===== src/include/vma_defines.svh =====
/* Widths and field positions for the VMA stage:
   microword, dispatch word, data path, PC flags and flag word */
`ifndef VMA_DEFINES_SVH
`define VMA_DEFINES_SVH

// Word widths
`define VMA_CROM_WIDTH      24
`define VMA_DROM_WIDTH      8
`define VMA_DP_WIDTH        36
`define VMA_ADDR_WIDTH      22
`define VMA_FLAG_WIDTH      14
`define VMA_CTX_WIDTH       8
`define VMA_PC_WIDTH        18
`define VMA_SPEC_SEL_WIDTH  3

// Microword memory field, bit 0 is the MSB
`define VMA_CROM_MEMCYCLE   0
`define VMA_CROM_LOADVMA    1
`define VMA_CROM_AREAD      2
`define VMA_CROM_BWRITE     3
`define VMA_CROM_WAIT       4
`define VMA_CROM_DPFUNC     5
`define VMA_CROM_EXTADDR    6
`define VMA_CROM_FETCH      7
`define VMA_CROM_PHYSICAL   8
`define VMA_CROM_FORCEUSER  9
`define VMA_CROM_FORCEEXEC  10
`define VMA_CROM_READ       11
`define VMA_CROM_WRTEST     12
`define VMA_CROM_WRITE      13
`define VMA_CROM_CACHEINH   14
// Special function field
`define VMA_CROM_SPECEN20   15
`define VMA_CROM_SPECSEL    16

// Dispatch word
`define VMA_DROM_VMA        0
`define VMA_DROM_CONDFUNC   1
`define VMA_DROM_READ       2
`define VMA_DROM_WRTEST     3
`define VMA_DROM_WRITE      4

// Flag word positions, also the top of the data path word
`define VMA_FLAG_USER       0
`define VMA_FLAG_FETCH      2
`define VMA_FLAG_READ       3
`define VMA_FLAG_WRTEST     4
`define VMA_FLAG_WRITE      5
`define VMA_FLAG_CACHEINH   7
`define VMA_FLAG_PHYSICAL   8
`define VMA_FLAG_PREVIOUS   9
`define VMA_FLAG_IO         10
`define VMA_FLAG_WRU        11
`define VMA_FLAG_VECTOR     12
`define VMA_FLAG_IOBYTE     13

// PC flag bits read by the stage
`define VMA_PC_USER         5
`define VMA_PC_PREVUSER     6

// Context flag order inside the address register
`define VMA_CTX_USER        0
`define VMA_CTX_FETCH       1
`define VMA_CTX_PHYSICAL    2
`define VMA_CTX_PREVIOUS    3
`define VMA_CTX_IO          4
`define VMA_CTX_WRU         5
`define VMA_CTX_VECTOR      6
`define VMA_CTX_IOBYTE      7

`endif


===== src/verilog/vma_pkg.sv =====
/* Types of the VMA stage: data path word union and special-select codes */
`default_nettype none

`include "vma_defines.svh"

package vma_pkg;

   // Address-stage view of a data path word
   // Flags occupy the upper 14 bits, address the lower 22
   typedef struct packed
   {
      logic [0:`VMA_FLAG_WIDTH-1] flags;
      logic [0:`VMA_ADDR_WIDTH-1] addr;
   } vmaViewT;

   // Same 36 bits, read as plain data or as flags plus address
   typedef union packed
   {
      logic [0:`VMA_DP_WIDTH-1] raw;
      vmaViewT                  vmaView;
   } dpWordT;

   ///////////////////////////////////////////////////////////////////////
   // Special function select, valid when the 20 enable is set
   ///////////////////////////////////////////////////////////////////////

   // Only CLRCACHE and PREVIOUS act on this stage
   typedef enum logic [`VMA_SPEC_SEL_WIDTH-1:0]
   {
      SPEC_NOP      = 3'd0,
      SPEC_CLRCLK   = 3'd1,
      SPEC_PREVIOUS = 3'd2,
      SPEC_LOADAPR  = 3'd3,
      SPEC_PXCT     = 3'd4,
      SPEC_LOADPI   = 3'd5,
      SPEC_NICOND   = 3'd6,
      SPEC_CLRCACHE = 3'd7
   } specSelT;

endpackage

`default_nettype wire


===== src/verilog/memCycleCtl.sv =====
/* Memory cycle-type flag register, loaded from the dispatch word,
   the data path or the microword */
`timescale 1ns/1ps
`default_nettype none

`include "vma_defines.svh"

module memCycleCtl
   import vma_pkg::*;
(
   input  wire logic                       clk,
   input  wire logic                       rst,
   input  wire logic                       clken,
   input  wire logic                       memLoad,
   input  wire logic [0:`VMA_CROM_WIDTH-1] crom,
   input  wire logic [0:`VMA_DROM_WIDTH-1] drom,
   input  wire dpWordT                     dp,
   output logic                            readCycle,
   output logic                            wrTestCycle,
   output logic                            writeCycle,
   output logic                            cacheInh
);

   ///////////////////////////////////////////////////////////////////////
   // Cycle type register
   ///////////////////////////////////////////////////////////////////////

   always_ff @(posedge clk or posedge rst)
   begin
      if (rst)
      begin
         readCycle   <= 1'b0;
         wrTestCycle <= 1'b0;
         writeCycle  <= 1'b0;
         cacheInh    <= 1'b0;
      end
      else if (clken && memLoad)
      begin
         if (crom[`VMA_CROM_AREAD])
         begin
            // Dispatch decides the cycle, always cached
            readCycle   <= drom[`VMA_DROM_READ];
            wrTestCycle <= drom[`VMA_DROM_WRTEST];
            writeCycle  <= drom[`VMA_DROM_WRITE];
            cacheInh    <= 1'b0;
         end
         else if (crom[`VMA_CROM_DPFUNC])
         begin
            // Flag bits sit at the top of the raw word
            readCycle   <= dp.raw[`VMA_FLAG_READ];
            wrTestCycle <= dp.raw[`VMA_FLAG_WRTEST];
            writeCycle  <= dp.raw[`VMA_FLAG_WRITE];
            cacheInh    <= dp.raw[`VMA_FLAG_CACHEINH];
         end
         else
         begin
            // Microcode chooses directly
            readCycle   <= crom[`VMA_CROM_READ];
            wrTestCycle <= crom[`VMA_CROM_WRTEST];
            writeCycle  <= crom[`VMA_CROM_WRITE];
            cacheInh    <= crom[`VMA_CROM_CACHEINH];
         end
      end
   end

   // No cycle type pending on the first clock after reset
   clearAfterReset: assert property (@(posedge clk)
      $fell(rst) |-> !(readCycle || wrTestCycle || writeCycle || cacheInh))
      else $error("Cycle flags set after reset release");

endmodule

`default_nettype wire


===== src/verilog/vmaAddrReg.sv =====
/* VMA address register, sweep and extended bits, context flag register
   with the user-mode computation */
`timescale 1ns/1ps
`default_nettype none

`include "vma_defines.svh"

module vmaAddrReg
   import vma_pkg::*;
(
   input  wire logic                           clk,
   input  wire logic                           rst,
   input  wire logic                           clken,
   input  wire logic                           vmaLoad,
   input  wire logic                           cacheSweep,
   input  wire logic                           selPrevious,
   input  wire logic [0:`VMA_CROM_WIDTH-1]     crom,
   input  wire dpWordT                         dp,
   input  wire logic                           cpuExec,
   input  wire logic                           prevEn,
   input  wire logic [0:`VMA_PC_WIDTH-1]       pcFlags,
   output logic      [0:`VMA_ADDR_WIDTH-1]     vmaAddr,
   output logic                                vmaSweep,
   output logic                                vmaExtended,
   output logic      [0:`VMA_CTX_WIDTH-1]      ctxFlags
);

   // PC flag bits
   logic pcUser;
   logic pcPrevUser;
   // Previous context in use this cycle
   logic usePrev;
   logic userNext;
   logic [0:`VMA_CTX_WIDTH-1] ctxNext;

   assign pcUser     = pcFlags[`VMA_PC_USER];
   assign pcPrevUser = pcFlags[`VMA_PC_PREVUSER];
   assign usePrev    = prevEn || selPrevious;

   ///////////////////////////////////////////////////////////////////////
   // User mode
   ///////////////////////////////////////////////////////////////////////

   // User unless forced to exec or running in exec
   // Fetches follow the PC user bit
   // Previous context takes the previous-user bit
   assign userNext = (!crom[`VMA_CROM_FORCEEXEC] && pcUser && !cpuExec) ||
                     (crom[`VMA_CROM_FETCH] && pcUser) ||
                     (usePrev && pcPrevUser) ||
                     crom[`VMA_CROM_FORCEUSER];

   ///////////////////////////////////////////////////////////////////////
   // Context flag source
   ///////////////////////////////////////////////////////////////////////

   always_comb
   begin
      ctxNext = '0;
      if (crom[`VMA_CROM_DPFUNC])
      begin
         // Flags supplied by the data path
         ctxNext[`VMA_CTX_USER]     = dp.vmaView.flags[`VMA_FLAG_USER];
         ctxNext[`VMA_CTX_FETCH]    = dp.vmaView.flags[`VMA_FLAG_FETCH];
         ctxNext[`VMA_CTX_PHYSICAL] = dp.vmaView.flags[`VMA_FLAG_PHYSICAL];
         ctxNext[`VMA_CTX_PREVIOUS] = dp.vmaView.flags[`VMA_FLAG_PREVIOUS];
         ctxNext[`VMA_CTX_IO]       = dp.vmaView.flags[`VMA_FLAG_IO];
         ctxNext[`VMA_CTX_WRU]      = dp.vmaView.flags[`VMA_FLAG_WRU];
         ctxNext[`VMA_CTX_VECTOR]   = dp.vmaView.flags[`VMA_FLAG_VECTOR];
         ctxNext[`VMA_CTX_IOBYTE]   = dp.vmaView.flags[`VMA_FLAG_IOBYTE];
      end
      else
      begin
         // Computed flags; I/O class stays clear
         ctxNext[`VMA_CTX_USER]     = userNext;
         ctxNext[`VMA_CTX_FETCH]    = crom[`VMA_CROM_FETCH];
         ctxNext[`VMA_CTX_PHYSICAL] = crom[`VMA_CROM_PHYSICAL];
         ctxNext[`VMA_CTX_PREVIOUS] = usePrev;
      end
   end

   ///////////////////////////////////////////////////////////////////////
   // Register
   ///////////////////////////////////////////////////////////////////////

   always_ff @(posedge clk or posedge rst)
   begin
      if (rst)
      begin
         vmaAddr     <= '0;
         vmaSweep    <= 1'b0;
         vmaExtended <= 1'b0;
         ctxFlags    <= '0;
      end
      else if (clken && vmaLoad)
      begin
         vmaAddr     <= dp.vmaView.addr;
         // Sweep only on a cache clear, cleared by any other load
         vmaSweep    <= cacheSweep;
         vmaExtended <= crom[`VMA_CROM_EXTADDR];
         ctxFlags    <= ctxNext;
      end
   end

   // Disabled clock freezes every output
   holdWhileIdle: assert property (@(posedge clk) disable iff (rst)
      !clken |=> ($stable(vmaAddr) && $stable(vmaSweep) &&
                  $stable(vmaExtended) && $stable(ctxFlags)))
      else $error("VMA register changed with clken low");

endmodule

`default_nettype wire


===== src/verilog/vmaMicroDecode.sv =====
/* Microword and dispatch decode into the VMA and memory load enables
   plus the cache sweep and previous-context strobes */
`timescale 1ns/1ps
`default_nettype none

`include "vma_defines.svh"

module vmaMicroDecode
   import vma_pkg::*;
(
   input  wire logic [0:`VMA_CROM_WIDTH-1] crom,
   input  wire logic [0:`VMA_DROM_WIDTH-1] drom,
   output logic                            vmaLoad,
   output logic                            memLoad,
   output logic                            cacheSweep,
   output logic                            selPrevious
);

   ///////////////////////////////////////////////////////////////////////
   // Microword field pickoff
   ///////////////////////////////////////////////////////////////////////

   logic    memCycle;
   logic    loadVma;
   logic    aRead;
   logic    bWrite;
   logic    memWait;
   logic    specEn20;
   specSelT specSel;

   assign memCycle = crom[`VMA_CROM_MEMCYCLE];
   assign loadVma  = crom[`VMA_CROM_LOADVMA];
   assign aRead    = crom[`VMA_CROM_AREAD];
   assign bWrite   = crom[`VMA_CROM_BWRITE];
   assign memWait  = crom[`VMA_CROM_WAIT];
   assign specEn20 = crom[`VMA_CROM_SPECEN20];
   // 3-bit select read through the enum
   assign specSel  = specSelT'(crom[`VMA_CROM_SPECSEL +: `VMA_SPEC_SEL_WIDTH]);

   ///////////////////////////////////////////////////////////////////////
   // Special function strobes
   ///////////////////////////////////////////////////////////////////////

   // Cache clear also forces an address load
   assign cacheSweep  = specEn20 && (specSel == SPEC_CLRCACHE);
   // Selects the previous context for this cycle
   assign selPrevious = specEn20 && (specSel == SPEC_PREVIOUS);

   ///////////////////////////////////////////////////////////////////////
   // Load enables
   ///////////////////////////////////////////////////////////////////////

   // Address load
   // Direct microcode load or a dispatch-controlled read
   assign vmaLoad = (memCycle && loadVma) ||
                    (memCycle && aRead && drom[`VMA_DROM_VMA]) ||
                    cacheSweep;

   // Cycle-type load
   // Microcode wait or a write conditioned by the dispatch word
   assign memLoad = (memCycle && memWait) ||
                    (memCycle && bWrite && drom[`VMA_DROM_CONDFUNC]);

endmodule

`default_nettype wire


===== src/verilog/vmaUnit.sv =====
/* VMA stage top level: decode, address register, cycle control
   and flag word assembly */
`timescale 1ns/1ps
`default_nettype none

`include "vma_defines.svh"

module vmaUnit
   import vma_pkg::*;
(
   input  wire logic                       clk,
   input  wire logic                       rst,
   input  wire logic                       clken,
   input  wire logic [0:`VMA_CROM_WIDTH-1] crom,
   input  wire logic [0:`VMA_DROM_WIDTH-1] drom,
   input  wire dpWordT                     dp,
   input  wire logic                       cpuExec,
   input  wire logic                       prevEn,
   input  wire logic [0:`VMA_PC_WIDTH-1]   pcFlags,
   output logic                            vmaSweep,
   output logic                            vmaExtended,
   output logic      [0:`VMA_FLAG_WIDTH-1] vmaFlags,
   output logic      [0:`VMA_ADDR_WIDTH-1] vmaAddr
);

   // Decode strobes
   logic vmaLoad;
   logic memLoad;
   logic cacheSweep;
   logic selPrevious;
   // Registered flags
   logic [0:`VMA_CTX_WIDTH-1] ctxFlags;
   logic readCycle;
   logic wrTestCycle;
   logic writeCycle;
   logic cacheInh;

   vmaMicroDecode decode_i (
      .crom        (crom),
      .drom        (drom),
      .vmaLoad     (vmaLoad),
      .memLoad     (memLoad),
      .cacheSweep  (cacheSweep),
      .selPrevious (selPrevious)
   );

   vmaAddrReg addrReg_i (
      .clk         (clk),
      .rst         (rst),
      .clken       (clken),
      .vmaLoad     (vmaLoad),
      .cacheSweep  (cacheSweep),
      .selPrevious (selPrevious),
      .crom        (crom),
      .dp          (dp),
      .cpuExec     (cpuExec),
      .prevEn      (prevEn),
      .pcFlags     (pcFlags),
      .vmaAddr     (vmaAddr),
      .vmaSweep    (vmaSweep),
      .vmaExtended (vmaExtended),
      .ctxFlags    (ctxFlags)
   );

   memCycleCtl memCtl_i (
      .clk         (clk),
      .rst         (rst),
      .clken       (clken),
      .memLoad     (memLoad),
      .crom        (crom),
      .drom        (drom),
      .dp          (dp),
      .readCycle   (readCycle),
      .wrTestCycle (wrTestCycle),
      .writeCycle  (writeCycle),
      .cacheInh    (cacheInh)
   );

   ///////////////////////////////////////////////////////////////////////
   // Flag word
   ///////////////////////////////////////////////////////////////////////

   // Bits 1 and 6 are unused and stay zero
   always_comb
   begin
      vmaFlags                      = '0;
      vmaFlags[`VMA_FLAG_USER]      = ctxFlags[`VMA_CTX_USER];
      vmaFlags[`VMA_FLAG_FETCH]     = ctxFlags[`VMA_CTX_FETCH];
      vmaFlags[`VMA_FLAG_READ]      = readCycle;
      vmaFlags[`VMA_FLAG_WRTEST]    = wrTestCycle;
      vmaFlags[`VMA_FLAG_WRITE]     = writeCycle;
      vmaFlags[`VMA_FLAG_CACHEINH]  = cacheInh;
      vmaFlags[`VMA_FLAG_PHYSICAL]  = ctxFlags[`VMA_CTX_PHYSICAL];
      vmaFlags[`VMA_FLAG_PREVIOUS]  = ctxFlags[`VMA_CTX_PREVIOUS];
      // I/O class
      vmaFlags[`VMA_FLAG_IO]        = ctxFlags[`VMA_CTX_IO];
      vmaFlags[`VMA_FLAG_WRU]       = ctxFlags[`VMA_CTX_WRU];
      vmaFlags[`VMA_FLAG_VECTOR]    = ctxFlags[`VMA_CTX_VECTOR];
      vmaFlags[`VMA_FLAG_IOBYTE]    = ctxFlags[`VMA_CTX_IOBYTE];
   end

endmodule

`default_nettype wire


===== config.mk =====
export PLATFORM = sky130hd
export DESIGN_NAME = vmaUnit
export DESIGN_NICKNAME = d
export VERILOG_FILES = /design/src/verilog/vma_pkg.sv /design/src/verilog/memCycleCtl.sv /design/src/verilog/vmaAddrReg.sv /design/src/verilog/vmaMicroDecode.sv /design/src/verilog/vmaUnit.sv
export VERILOG_INCLUDE_DIRS = /design/src /design/src/include
export SDC_FILE = /design/constraint.sdc
export NUM_CORES = 1
export LEC_CHECK = 0
export BUFFER_PORTS_ARGS = -buffer_cell sky130_fd_sc_hd__buf_4
export CAP_MARGIN = 40
export CORE_UTILIZATION = 42
export DETAILED_ROUTE_END_ITERATION = 16
export GPL_TIMING_DRIVEN = 0
export PLACE_DENSITY = 0.95
export SLEW_MARGIN = 20
export SYNTH_ARGS = -nofsm -noshare
export SYNTH_HDL_FRONTEND = slang
export SYNTH_SLANG_ARGS = --single-unit

===== constraint.sdc =====
create_clock -name clk -period 1.79 [get_ports clk]
set_input_delay 0.0895 -clock clk [delete_from_list [all_inputs] [get_ports clk]]
set_output_delay 0.0895 -clock clk [all_outputs]
set_load 0.02 [all_outputs]

Yosys cells after proc, flatten, opt, wreduce, memory -nomap -nowiden
Cells that the tools add are included.

Output and inout port bits: 38. Bits in registers: 36. Bits of input ports: 91. Word-level logic and storage cells: 43.

Muxes and demuxes: 10. Reductions and logical operators: 23. Eq/ne operators: 2.

Operator list (number): logical AND 1 bit (14); 2-to-1 mux 1 bit (8); 2-to-1 mux 4 bit (2); logical OR 1 bit (7); equality test 3 x 2 -> 1 bit (second input constant) (1); equality test 3 bit (second input constant) (1); logical NOT 1 bit (2).

Logic depth before layout (Yosys ltp)
Gate-level depths: netlist of run 1.

Word-level depth: 7. Mapped depth: 6. Depth with buffers taken out: 4.

Modules after synthesis
From an unflattened synthesis of run 1, not the netlist that was laid out.

Cells, all modules: 130. Area total of the unflattened synthesis: 1749.2 µm².

Modules (own cells, without submodules): vmaAddrReg (seq. area each 800.8 µm², cells each 92, area each 1365.1 µm², times used 1); memCycleCtl (seq. area each 100.1 µm², cells each 24, area each 289.0 µm², times used 1); vmaUnit (seq. area each 0.0 µm², cells each 7, area each 48.8 µm², times used 1); vmaMicroDecode (seq. area each 0.0 µm², cells each 7, area each 46.3 µm², times used 1).

Worst setup path before layout of run 1
OpenSTA, ideal clock, no wires.

Path kind: input to register. Start point: input crom[16] (netlist bit). End point: register addrReg_i.vmaAddr[12] (netlist bit). Buffers on the path: 1. Stages: 4. Arrival: 940 ps. Path slack: 726 ps. Data required time: 1665 ps. Library setup time: 125 ps. Path through: nand4_1 o22ai_4 buf_6 mux2_2.

Word-level cells in the longest chain between the ends: 4.

Ends and longest elaborated chain: start, declared (line vmaUnit.sv:14) `` input wire logic [0:`VMA_CROM_WIDTH-1] crom, ``; equality test 3 bit (line vmaMicroDecode.sv:45) `assign cacheSweep = specEn20 && (specSel == SPEC_CLRCACHE);`; logical AND 1 bit (line vmaMicroDecode.sv:45); logical OR 1 bit (line vmaMicroDecode.sv:55) `assign vmaLoad = (memCycle && loadVma) ||`; logical AND 1 bit (line vmaAddrReg.sv:94) `else if (clken && vmaLoad)`; end signal, assigned (line vmaAddrReg.sv:96) `vmaAddr <= dp.vmaView.addr;`; end, declared (line vmaAddrReg.sv:22) `` output logic [0:`VMA_ADDR_WIDTH-1] vmaAddr, ``.

Every way passes these cells. A chain may end at the register's enable or synchronous reset.

Worst setup path in the final report of run 1
Start point: register memCtl_i.wrTestCycle. End point: output vmaFlags[4] (netlist bit).

RTL lines: start, declared (line memCycleCtl.sv:19) `output logic wrTestCycle,`; start signal, assigned (line memCycleCtl.sv:43) `` wrTestCycle <= drom[`VMA_DROM_WRTEST]; ``; start signal, assigned (line memCycleCtl.sv:51) `` wrTestCycle <= dp.raw[`VMA_FLAG_WRTEST]; ``; start signal, assigned (line memCycleCtl.sv:59) `` wrTestCycle <= crom[`VMA_CROM_WRTEST]; ``; end, declared (line vmaUnit.sv:22) `` output logic [0:`VMA_FLAG_WIDTH-1] vmaFlags, ``.

No word-level cell between the ends.

==> results.rst, run 1 <==
.. list-table::
   :header-rows: 1

   * - Metric
     - Value
   * - Launching element type of the critical path
     - flip-flop
   * - Number of global-route vias before repair
     - 1,386
   * - Initial antenna violation count
     - 0
   * - First-pass detailed-route iteration total
     - 4
   * - Synthesized instance count
     - 126
   * - Unrepaired setup endpoints after global routing
     - no
   * - Sequential share of power
     - 43.5%
   * - Placement Rows
     - 22
   * - Post-layout minimum cycle time
     - 1020 ps
   * - Worst Path Required
     - 1700 ps
   * - Num CTS Buffers
     - 5
   * - Clock network fraction of total power
     - 21.2%
   * - Utilization of the core after routing
     - 68.5%
   * - Count of nets after finishing
     - 326
   * - Overall power
     - 2.44 mW
   * - Global-route wire length before repair
     - 6110 um
   * - Max rail drop VDD
     - 0.585 mV
   * - Max cap viols
     - 0
   * - Post-synthesis register bit count
     - 36
   * - Layout cells sized above 1
     - 64.7%
   * - Switching Power
     - 0.745 mW
   * - Setup CP Type
     - reg2out
   * - Synthesized cell area
     - 0.00162 mm2
   * - Maximum number of pins on one net before global-route repair
     - 37
   * - Switching power share of the total
     - 30.6%
   * - Reg clk slew, reported paths
     - 70 ps
   * - Post-synthesis sequential area ratio
     - 55.5%
   * - Post-detailed-route via-to-cell ratio
     - 4.77
   * - Clock Latency Late Sink
     - 270 ps
   * - Highest clock rate
     - 982 MHz
   * - Routability cong.
     - 0.666
   * - Number of diodes
     - 0
   * - Max Fanout on Critical Path
     - 2
   * - Int Pwr
     - 1.69 mW
   * - Routed Antenna Nets
     - 0
   * - Violation count after the first detailed-route iteration
     - 41
   * - Status
     - complete, no violations
   * - Global Route Usage Sum
     - 20.0%
   * - IO buf count
     - 100
   * - Clock tree root driver cell
     - clkbuf_8
   * - Setup TNS Final
     - 0 ps
   * - Number of pins exceeding their max-slew limit in the final report
     - 0
   * - Worst-case clock skew
     - 0 ps
   * - Leak Pwr
     - 1.25 nW
   * - Number of fillers in the final layout
     - 290
   * - Startpoint of the worst-slack reg-to-reg timing path
     - addrReg_i.vmaAddr[7]
   * - Effective utilization at floorplan
     - 44.0%
   * - Number of unique standard cell types used by synthesis
     - 23
   * - Pwr per Cell Area
     - 965 mW/mm2
   * - Clock Tree Buf Depth
     - 2
   * - Hold Startpoint
     - dp[11]
   * - Die height
     - 64.2 um
   * - Number of gates resized after cts
     - 0
   * - Clk sinks
     - 36
   * - Overall overflow remaining after global route
     - 0
   * - Tightest Hold Check Type
     - in2reg
   * - Synth warn
     - 0
   * - Origin of the worst setup path
     - memCtl_i.wrTestCycle
   * - Post-cts hold buffer count
     - 1
   * - Horizontal extent of the die
     - 64.2 um
   * - Share of the clock period used by the worst path after layout
     - 56.9%
   * - Routed length per placed instance
     - 13.1 um
   * - Post-Synthesis Mean Instance Area
     - 12.9 um2
   * - Final-report setup violation count
     - 0
   * - Crit end category
     - output port
   * - Area added between synthesis and finish
     - 55.6%
   * - Headroom to the max-slew limit
     - 51.6%
   * - Total DRC errors in the routed layout
     - 0
   * - Worst Tran Pin Value
     - 726 ps
   * - Die area
     - 0.00412 mm2
   * - Comb power frac
     - 35.3%
   * - CTS HTree Levels
     - 2
   * - Buffer count from post-CTS setup fixing
     - 0
   * - Total detailed-routing wirelength
     - 3700 um
   * - Data arrival time of the worst path
     - 930 ps
   * - Area of the core
     - 0.00369 mm2
   * - CTS tree
     - built
   * - IO Pins
     - 129
   * - Final hold violations
     - 0
   * - Detailed-route via count
     - 1,350
   * - Dpl hpwl
     - 2850 um
[layout by cell type (no fill, tap or decap)]
master	n
buf_4	106
dfrtp_1	36
mux2_2	26
o21ai_0	11
inv_1	7
mux2i_1	7
clkbuf_8	5
nand2_1	4
nand3_1	4
nor2_1	4
a21oi_2	3
buf_6	3
nor2_2	2
a21oi_1	2
conb_1	2
nand4_1	1
o22ai_4	1
buf_8	1
buf_2	1
a31o_2	1
inv_2	1
o41ai_1	1
o21a_1	1
a2111oi_2	1
o22ai_1	1
clkinv_2	1
clkbuf_1	1
dlygate4sd3_1	1
[sequential cells by signal, summed over array words and instances (netlist names)]
name and cells:
addrReg_i.vmaAddr 22, addrReg_i.vmaExtended 1, memCtl_i.writeCycle 1, addrReg_i.ctxFlags 8
addrReg_i.vmaSweep 1, memCtl_i.readCycle 1, memCtl_i.cacheInh 1, memCtl_i.wrTestCycle 1
[power groups by stage]
stage / sequential [mW] / clock (mW) / combinational (mW)
6_report: 1.06 / 0.516 / 0.861
5_1_grt: 1.08 / 0.584 / 0.916
4_1_cts: 1.06 / 0.537 / 0.872
3_5_place_dp: 1.07 / 0 / 0.870
3_3_place_gp: 1.06 / 0 / 0.852
2_1_floorplan: 1.24 / 0 / 0.281
[kinds of logic (layout without fill, tap and decap cells)]
logic type	Yosys count	after routing	share of synthesized area (%)
other cells	1	2	0.231
buf+inv	19	127	7.94
mux	33	33	22.4
compound gates	22	22	9.72
flops	36	36	55.5
simple gates	15	15	4.24
[cell type report]
cell class                      instances  area, um2  area share, %
Sequential cell                        36        901           35.7
Inverter                                8       30.0           1.19
Clock buffer                            6       72.6           2.87
Multi-Input combinational cell         72        597           23.6
Buffer                                 11       98.8           3.91
Timing Repair Buffer                  101        761           30.1
Tap cell                               48       60.1           2.38
Clock inverter                          1       5.00          0.198
[worst max-delay path, stage by stage, from the launching register on]
cell,delay (ps)
dfrtp_1,380
buf_4,130
buf_4,150
[per-layer routing]
metal / GRT usage [%] / wire [um]
met5: 0 / 0
met3: 5.89 / 345
met2: 38.4 / 2010
met1: 19.7 / 1300
met4: 8.33 / 45
[final timing paths]
kind                       cells after the start               endpoint  slack [ps]
setup / recovery                               2            vmaFlags[4]         770
max in group asynchronous                      3   memCtl_i.wrTestCycle         810
hold reg to reg                                1  addrReg_i.vmaAddr[17]         510
min in group asynchronous                      3  addrReg_i.vmaAddr[14]         510
setup reg to reg                               1   addrReg_i.vmaAddr[7]        1010
hold / removal                                 2  addrReg_i.vmaAddr[10]          40
[cells in the mapped netlist (all sizes together)]
cell type	number	share of area, %
nand2	4	0.92
mux2	26	18
mux2i	7	4.3
o22ai	2	1.6
a2111oi	1	0.92
o41ai	1	0.54
dfrtp	36	56
buf	11	6.1
conb	1	0.23
o21ai	11	3.4
o21a	1	0.46
a21oi	5	2.2
inv	8	1.9
a31o	1	0.54
nand3	4	1.2
nand4	1	0.39
nor2	6	1.7
[per-stage QoR]
| step | cell area [um2] | std cells | setup slack (ps) | hold slack, ps |
|---|---|---|---|---|
| final | 2520 | 283 | 771 | 39.8 |
| after global routing | 2520 | 283 | 657 | 20.2 |
| after CTS | 2520 | 283 | 757 | 29.3 |
| after detailed placement | 2440 | 275 | 490 | 276 |
| after global placement | 2440 | 275 | 392 | 320 |
| after floorplan | 1630 | 127 | 726 | 188 |
Power figures use the tool's default switching activity.
==> inputs of run 2 (changes only) <==
--- a/config.mk
+++ b/config.mk
@@ -8,10 +8,10 @@
 export LEC_CHECK = 0
 export BUFFER_PORTS_ARGS = -buffer_cell sky130_fd_sc_hd__buf_4
 export CAP_MARGIN = 40
-export CORE_UTILIZATION = 42
+export CORE_UTILIZATION = 39
 export DETAILED_ROUTE_END_ITERATION = 16
 export GPL_TIMING_DRIVEN = 0
-export PLACE_DENSITY = 0.95
+export PLACE_DENSITY = 0.91
 export SLEW_MARGIN = 20
 export SYNTH_ARGS = -nofsm -noshare
 export SYNTH_HDL_FRONTEND = slang
==> constraint.sdc (replaced) <==
create_clock -name clk -period 1 [get_ports clk]
set_input_delay 0.05 -clock clk [delete_from_list [all_inputs] [get_ports clk]]
set_output_delay 0.05 -clock clk [all_outputs]
set_load 0.02 [all_outputs]
==> results.rst, run 2 (synthesis results as in run 1) <==
.. list-table::
   :header-rows: 1

   * - Metric
     - Value
   * - Setup TNS Final
     - 0 ps (unchanged)
   * - Max Fanout on Critical Path
     - 2 (unchanged)
   * - Total detailed-routing wirelength
     - 4240 um (was 3700 um)
   * - Area after detailed placement
     - 0.00246 mm2 (was 0.00244 mm2)
   * - Clock Latency Late Sink
     - 280 ps (was 270 ps)
   * - Final hold violations
     - 0 (unchanged)
   * - Startpoint of the worst-slack reg-to-reg timing path
     - memCtl_i.writeCycle (was addrReg_i.vmaAddr[7])
   * - Unrepaired setup endpoints after global routing
     - no (unchanged)
   * - Tightest Hold Check Type
     - in2reg (unchanged)
   * - Registers with the most flip-flops
     - addrReg_i.vmaAddr: 22 flops, addrReg_i.ctxFlags: 8 flops (unchanged)
   * - IO buf count
     - 100 (unchanged)
   * - Capturing point of the worst reg2reg path
     - memCtl_i.writeCycle (was addrReg_i.vmaAddr[7])
   * - Clk sinks
     - 36 (unchanged)
   * - Final-report setup violation count
     - 0 (unchanged)
   * - CTS HTree Levels
     - 2 (unchanged)
   * - Routability cong.
     - 0.718 (was 0.666)
   * - Overall overflow remaining after global route
     - 0 (unchanged)
   * - Detailed-route via count
     - 1,455 (was 1,350)
   * - Post-detailed-route via-to-cell ratio
     - 4.69 (was 4.77)
   * - Horizontal extent of the die
     - 66.5 um (was 64.2 um)
   * - Routed length per placed instance
     - 13.7 um (was 13.1 um)
   * - Setup CP Type
     - reg2out (unchanged)
   * - Placement Rows
     - 23 (was 22)
   * - IO Pins
     - 129 (unchanged)
   * - Area of the core
     - 0.00400 mm2 (was 0.00369 mm2)
   * - Most frequent standard cell in the layout excluding fill and tap cells
     - buf_4 (unchanged)
   * - Launching element type of the critical path
     - flip-flop (unchanged)
   * - CTS tree
     - built (unchanged)
   * - Global-route wire length before repair
     - 6490 um (was 6110 um)
   * - Die area
     - 0.00442 mm2 (was 0.00412 mm2)
   * - Dpl hpwl
     - 3080 um (was 2850 um)
   * - Post-route worst setup slack
     - 24.9 ps (was 771 ps)
   * - Total DRC errors in the routed layout
     - 0 (unchanged)
   * - Status
     - complete, no violations (unchanged)
   * - Leak Pwr
     - 1.38 nW (was 1.25 nW)
   * - Max cap viols
     - 0 (unchanged)
   * - Worst-case clock skew
     - 0 ps (unchanged)
   * - Layout cells sized above 1
     - 59.2% (was 64.7%)
   * - Hold Startpoint
     - dp[13] (was dp[11])
   * - Worst Path Required
     - 950 ps (was 1700 ps)
   * - Commonest cells after routing, fill and taps aside
     - 104 x buf_4, 36 x dfrtp_1, 24 x dlygate4sd3_1 (was 106 x buf_4, 36 x dfrtp_1, 26 x mux2_2)
   * - Number of pins exceeding their max-slew limit in the final report
     - 0 (unchanged)
   * - Register bank with the most flops
     - addrReg_i.vmaAddr (unchanged)
   * - Violation count after the first detailed-route iteration
     - 46 (was 41)
   * - Origin of the worst setup path
     - memCtl_i.writeCycle (was memCtl_i.wrTestCycle)
   * - Global Route Usage Sum
     - 20.0% (about the same)
   * - Number of global-route vias before repair
     - 1,536 (was 1,386)
   * - Worst Tran Pin Value
     - 609 ps (was 726 ps)
   * - Number of diodes
     - 0 (unchanged)
   * - Pwr per Cell Area
     - 1650 mW/mm2 (was 965 mW/mm2)
   * - Reg clk slew, reported paths
     - 70 ps (about the same)
   * - Headroom to the max-slew limit
     - 59.4% (was 51.6%)
   * - First-pass detailed-route iteration total
     - 4 (unchanged)
   * - Crit end category
     - output port (unchanged)
   * - Critical path capture point
     - vmaFlags[5] (was vmaFlags[4])
   * - Num CTS Buffers
     - 5 (unchanged)
   * - Area added between synthesis and finish
     - 73.3% (was 55.6%)
   * - Initial antenna violation count
     - 0 (unchanged)
   * - Die height
     - 66.5 um (was 64.2 um)
   * - Count of nets after finishing
     - 350 (was 326)
   * - Share of the clock period used by the worst path after layout
     - 97.5%
   * - Post-layout minimum cycle time
     - 975 ps
   * - Highest clock rate
     - 1030 MHz
   * - Max FFs per register
     - 22 (unchanged)
   * - Effective utilization at floorplan
     - 40.6% (was 44.0%)
   * - Finished Cell Area
     - 0.00281 mm2 (was 0.00252 mm2)
   * - Clock tree root driver cell
     - clkbuf_8 (unchanged)
   * - Clock Tree Buf Depth
     - 2 (unchanged)
   * - Routed Antenna Nets
     - 0 (unchanged)
   * - Worst reg2reg path depth
     - 2 (was 1)
   * - Maximum number of pins on one net before global-route repair
     - 37 (unchanged)
   * - Data arrival time of the worst path
     - 930 ps (about the same)
   * - Worst reg2reg setup slack
     - 120 ps (was 1010 ps)
   * - Max rail drop VDD
     - 1.02 mV (was 0.585 mV)
   * - Post-place setup slack
     - -249 ps (was 490 ps)
run 2: changes by cell type in the layout (fill, tap and decap cells not counted), moves of 2 or more:
cell	previous run	this run
dlygate4sd3_1	1	24
mux2_2	26	21
mux2_4	0	5
buf_6	3	6
buf_4	106	104
run 2: worst max-delay path: stages (launching register included):
cell,delay [ps]
dfrtp_1,390
buf_4,140
buf_6,120
run 2: timing repair:
action / 4_1_cts / 5_1_grt
buffers inserted: 0 / 2
hold endpoints to repair: 57 / 2
hold buffers: 22 / 2
resized for setup: 1 / 3
endpoints found under the setup margin: 1 / 40
run 2: cell type report:
cell class	count	area, um2
plain buffers	10	91.3
clock buffers	7	86.3
clock inverters	1	7.51
fillers	319	1190
inverters	8	31.3
multi-input cells	72	616
flip-flops and latches	36	901
well taps	50	62.6
repair buffers	126	1020
run 2: per-stage QoR:
step	hold WS (ps)	total power, mW	utilization [%]	std cells
after CTS	0.0411	4.64	69.4	307
after floorplan	149	2.75	-	127
after detailed placement	233	3.51	61.5	277
final	7.96	4.64	70.3	310
after global placement	282	3.45	61.5	277
after global routing	2.83	4.88	70.3	310
run 2: power breakdown:
| part | leakage (nW) | switching [mW] | internal (mW) |
|---|---|---|---|
| combinational | 0.904 | 0.765 | 0.927 |
| sequential | 0.430 | 0.159 | 1.74 |
| clock | 0.0445 | 0.489 | 0.559 |
run 2: how the worst min path moves through the flow:
| stage | endpoint | cells past startpoint |
|---|---|---|
| after detailed placement | addrReg_i.vmaAddr[7] | 2 |
| after CTS | addrReg_i.vmaAddr[5] | 2 |
| final | addrReg_i.vmaAddr[8] | 2 |
| after global routing | addrReg_i.vmaAddr[8] | 2 |
| after global placement | addrReg_i.ctxFlags[5] | 3 |
| after floorplan | memCtl_i.cacheInh | 1 |
run 2: layer usage:
| metal | vias to the layer above | routed length [um] | GRT usage [%] |
|---|---|---|---|
| met5 | - | 0 | 0 |
| met4 | 0 | 63 | 7.18 |
| met3 | 7 | 285 | 6.16 |
| met2 | 64 | 2270 | 37.6 |
| met1 | 691 | 1620 | 20.5 |
| li1 | 693 | - | - |
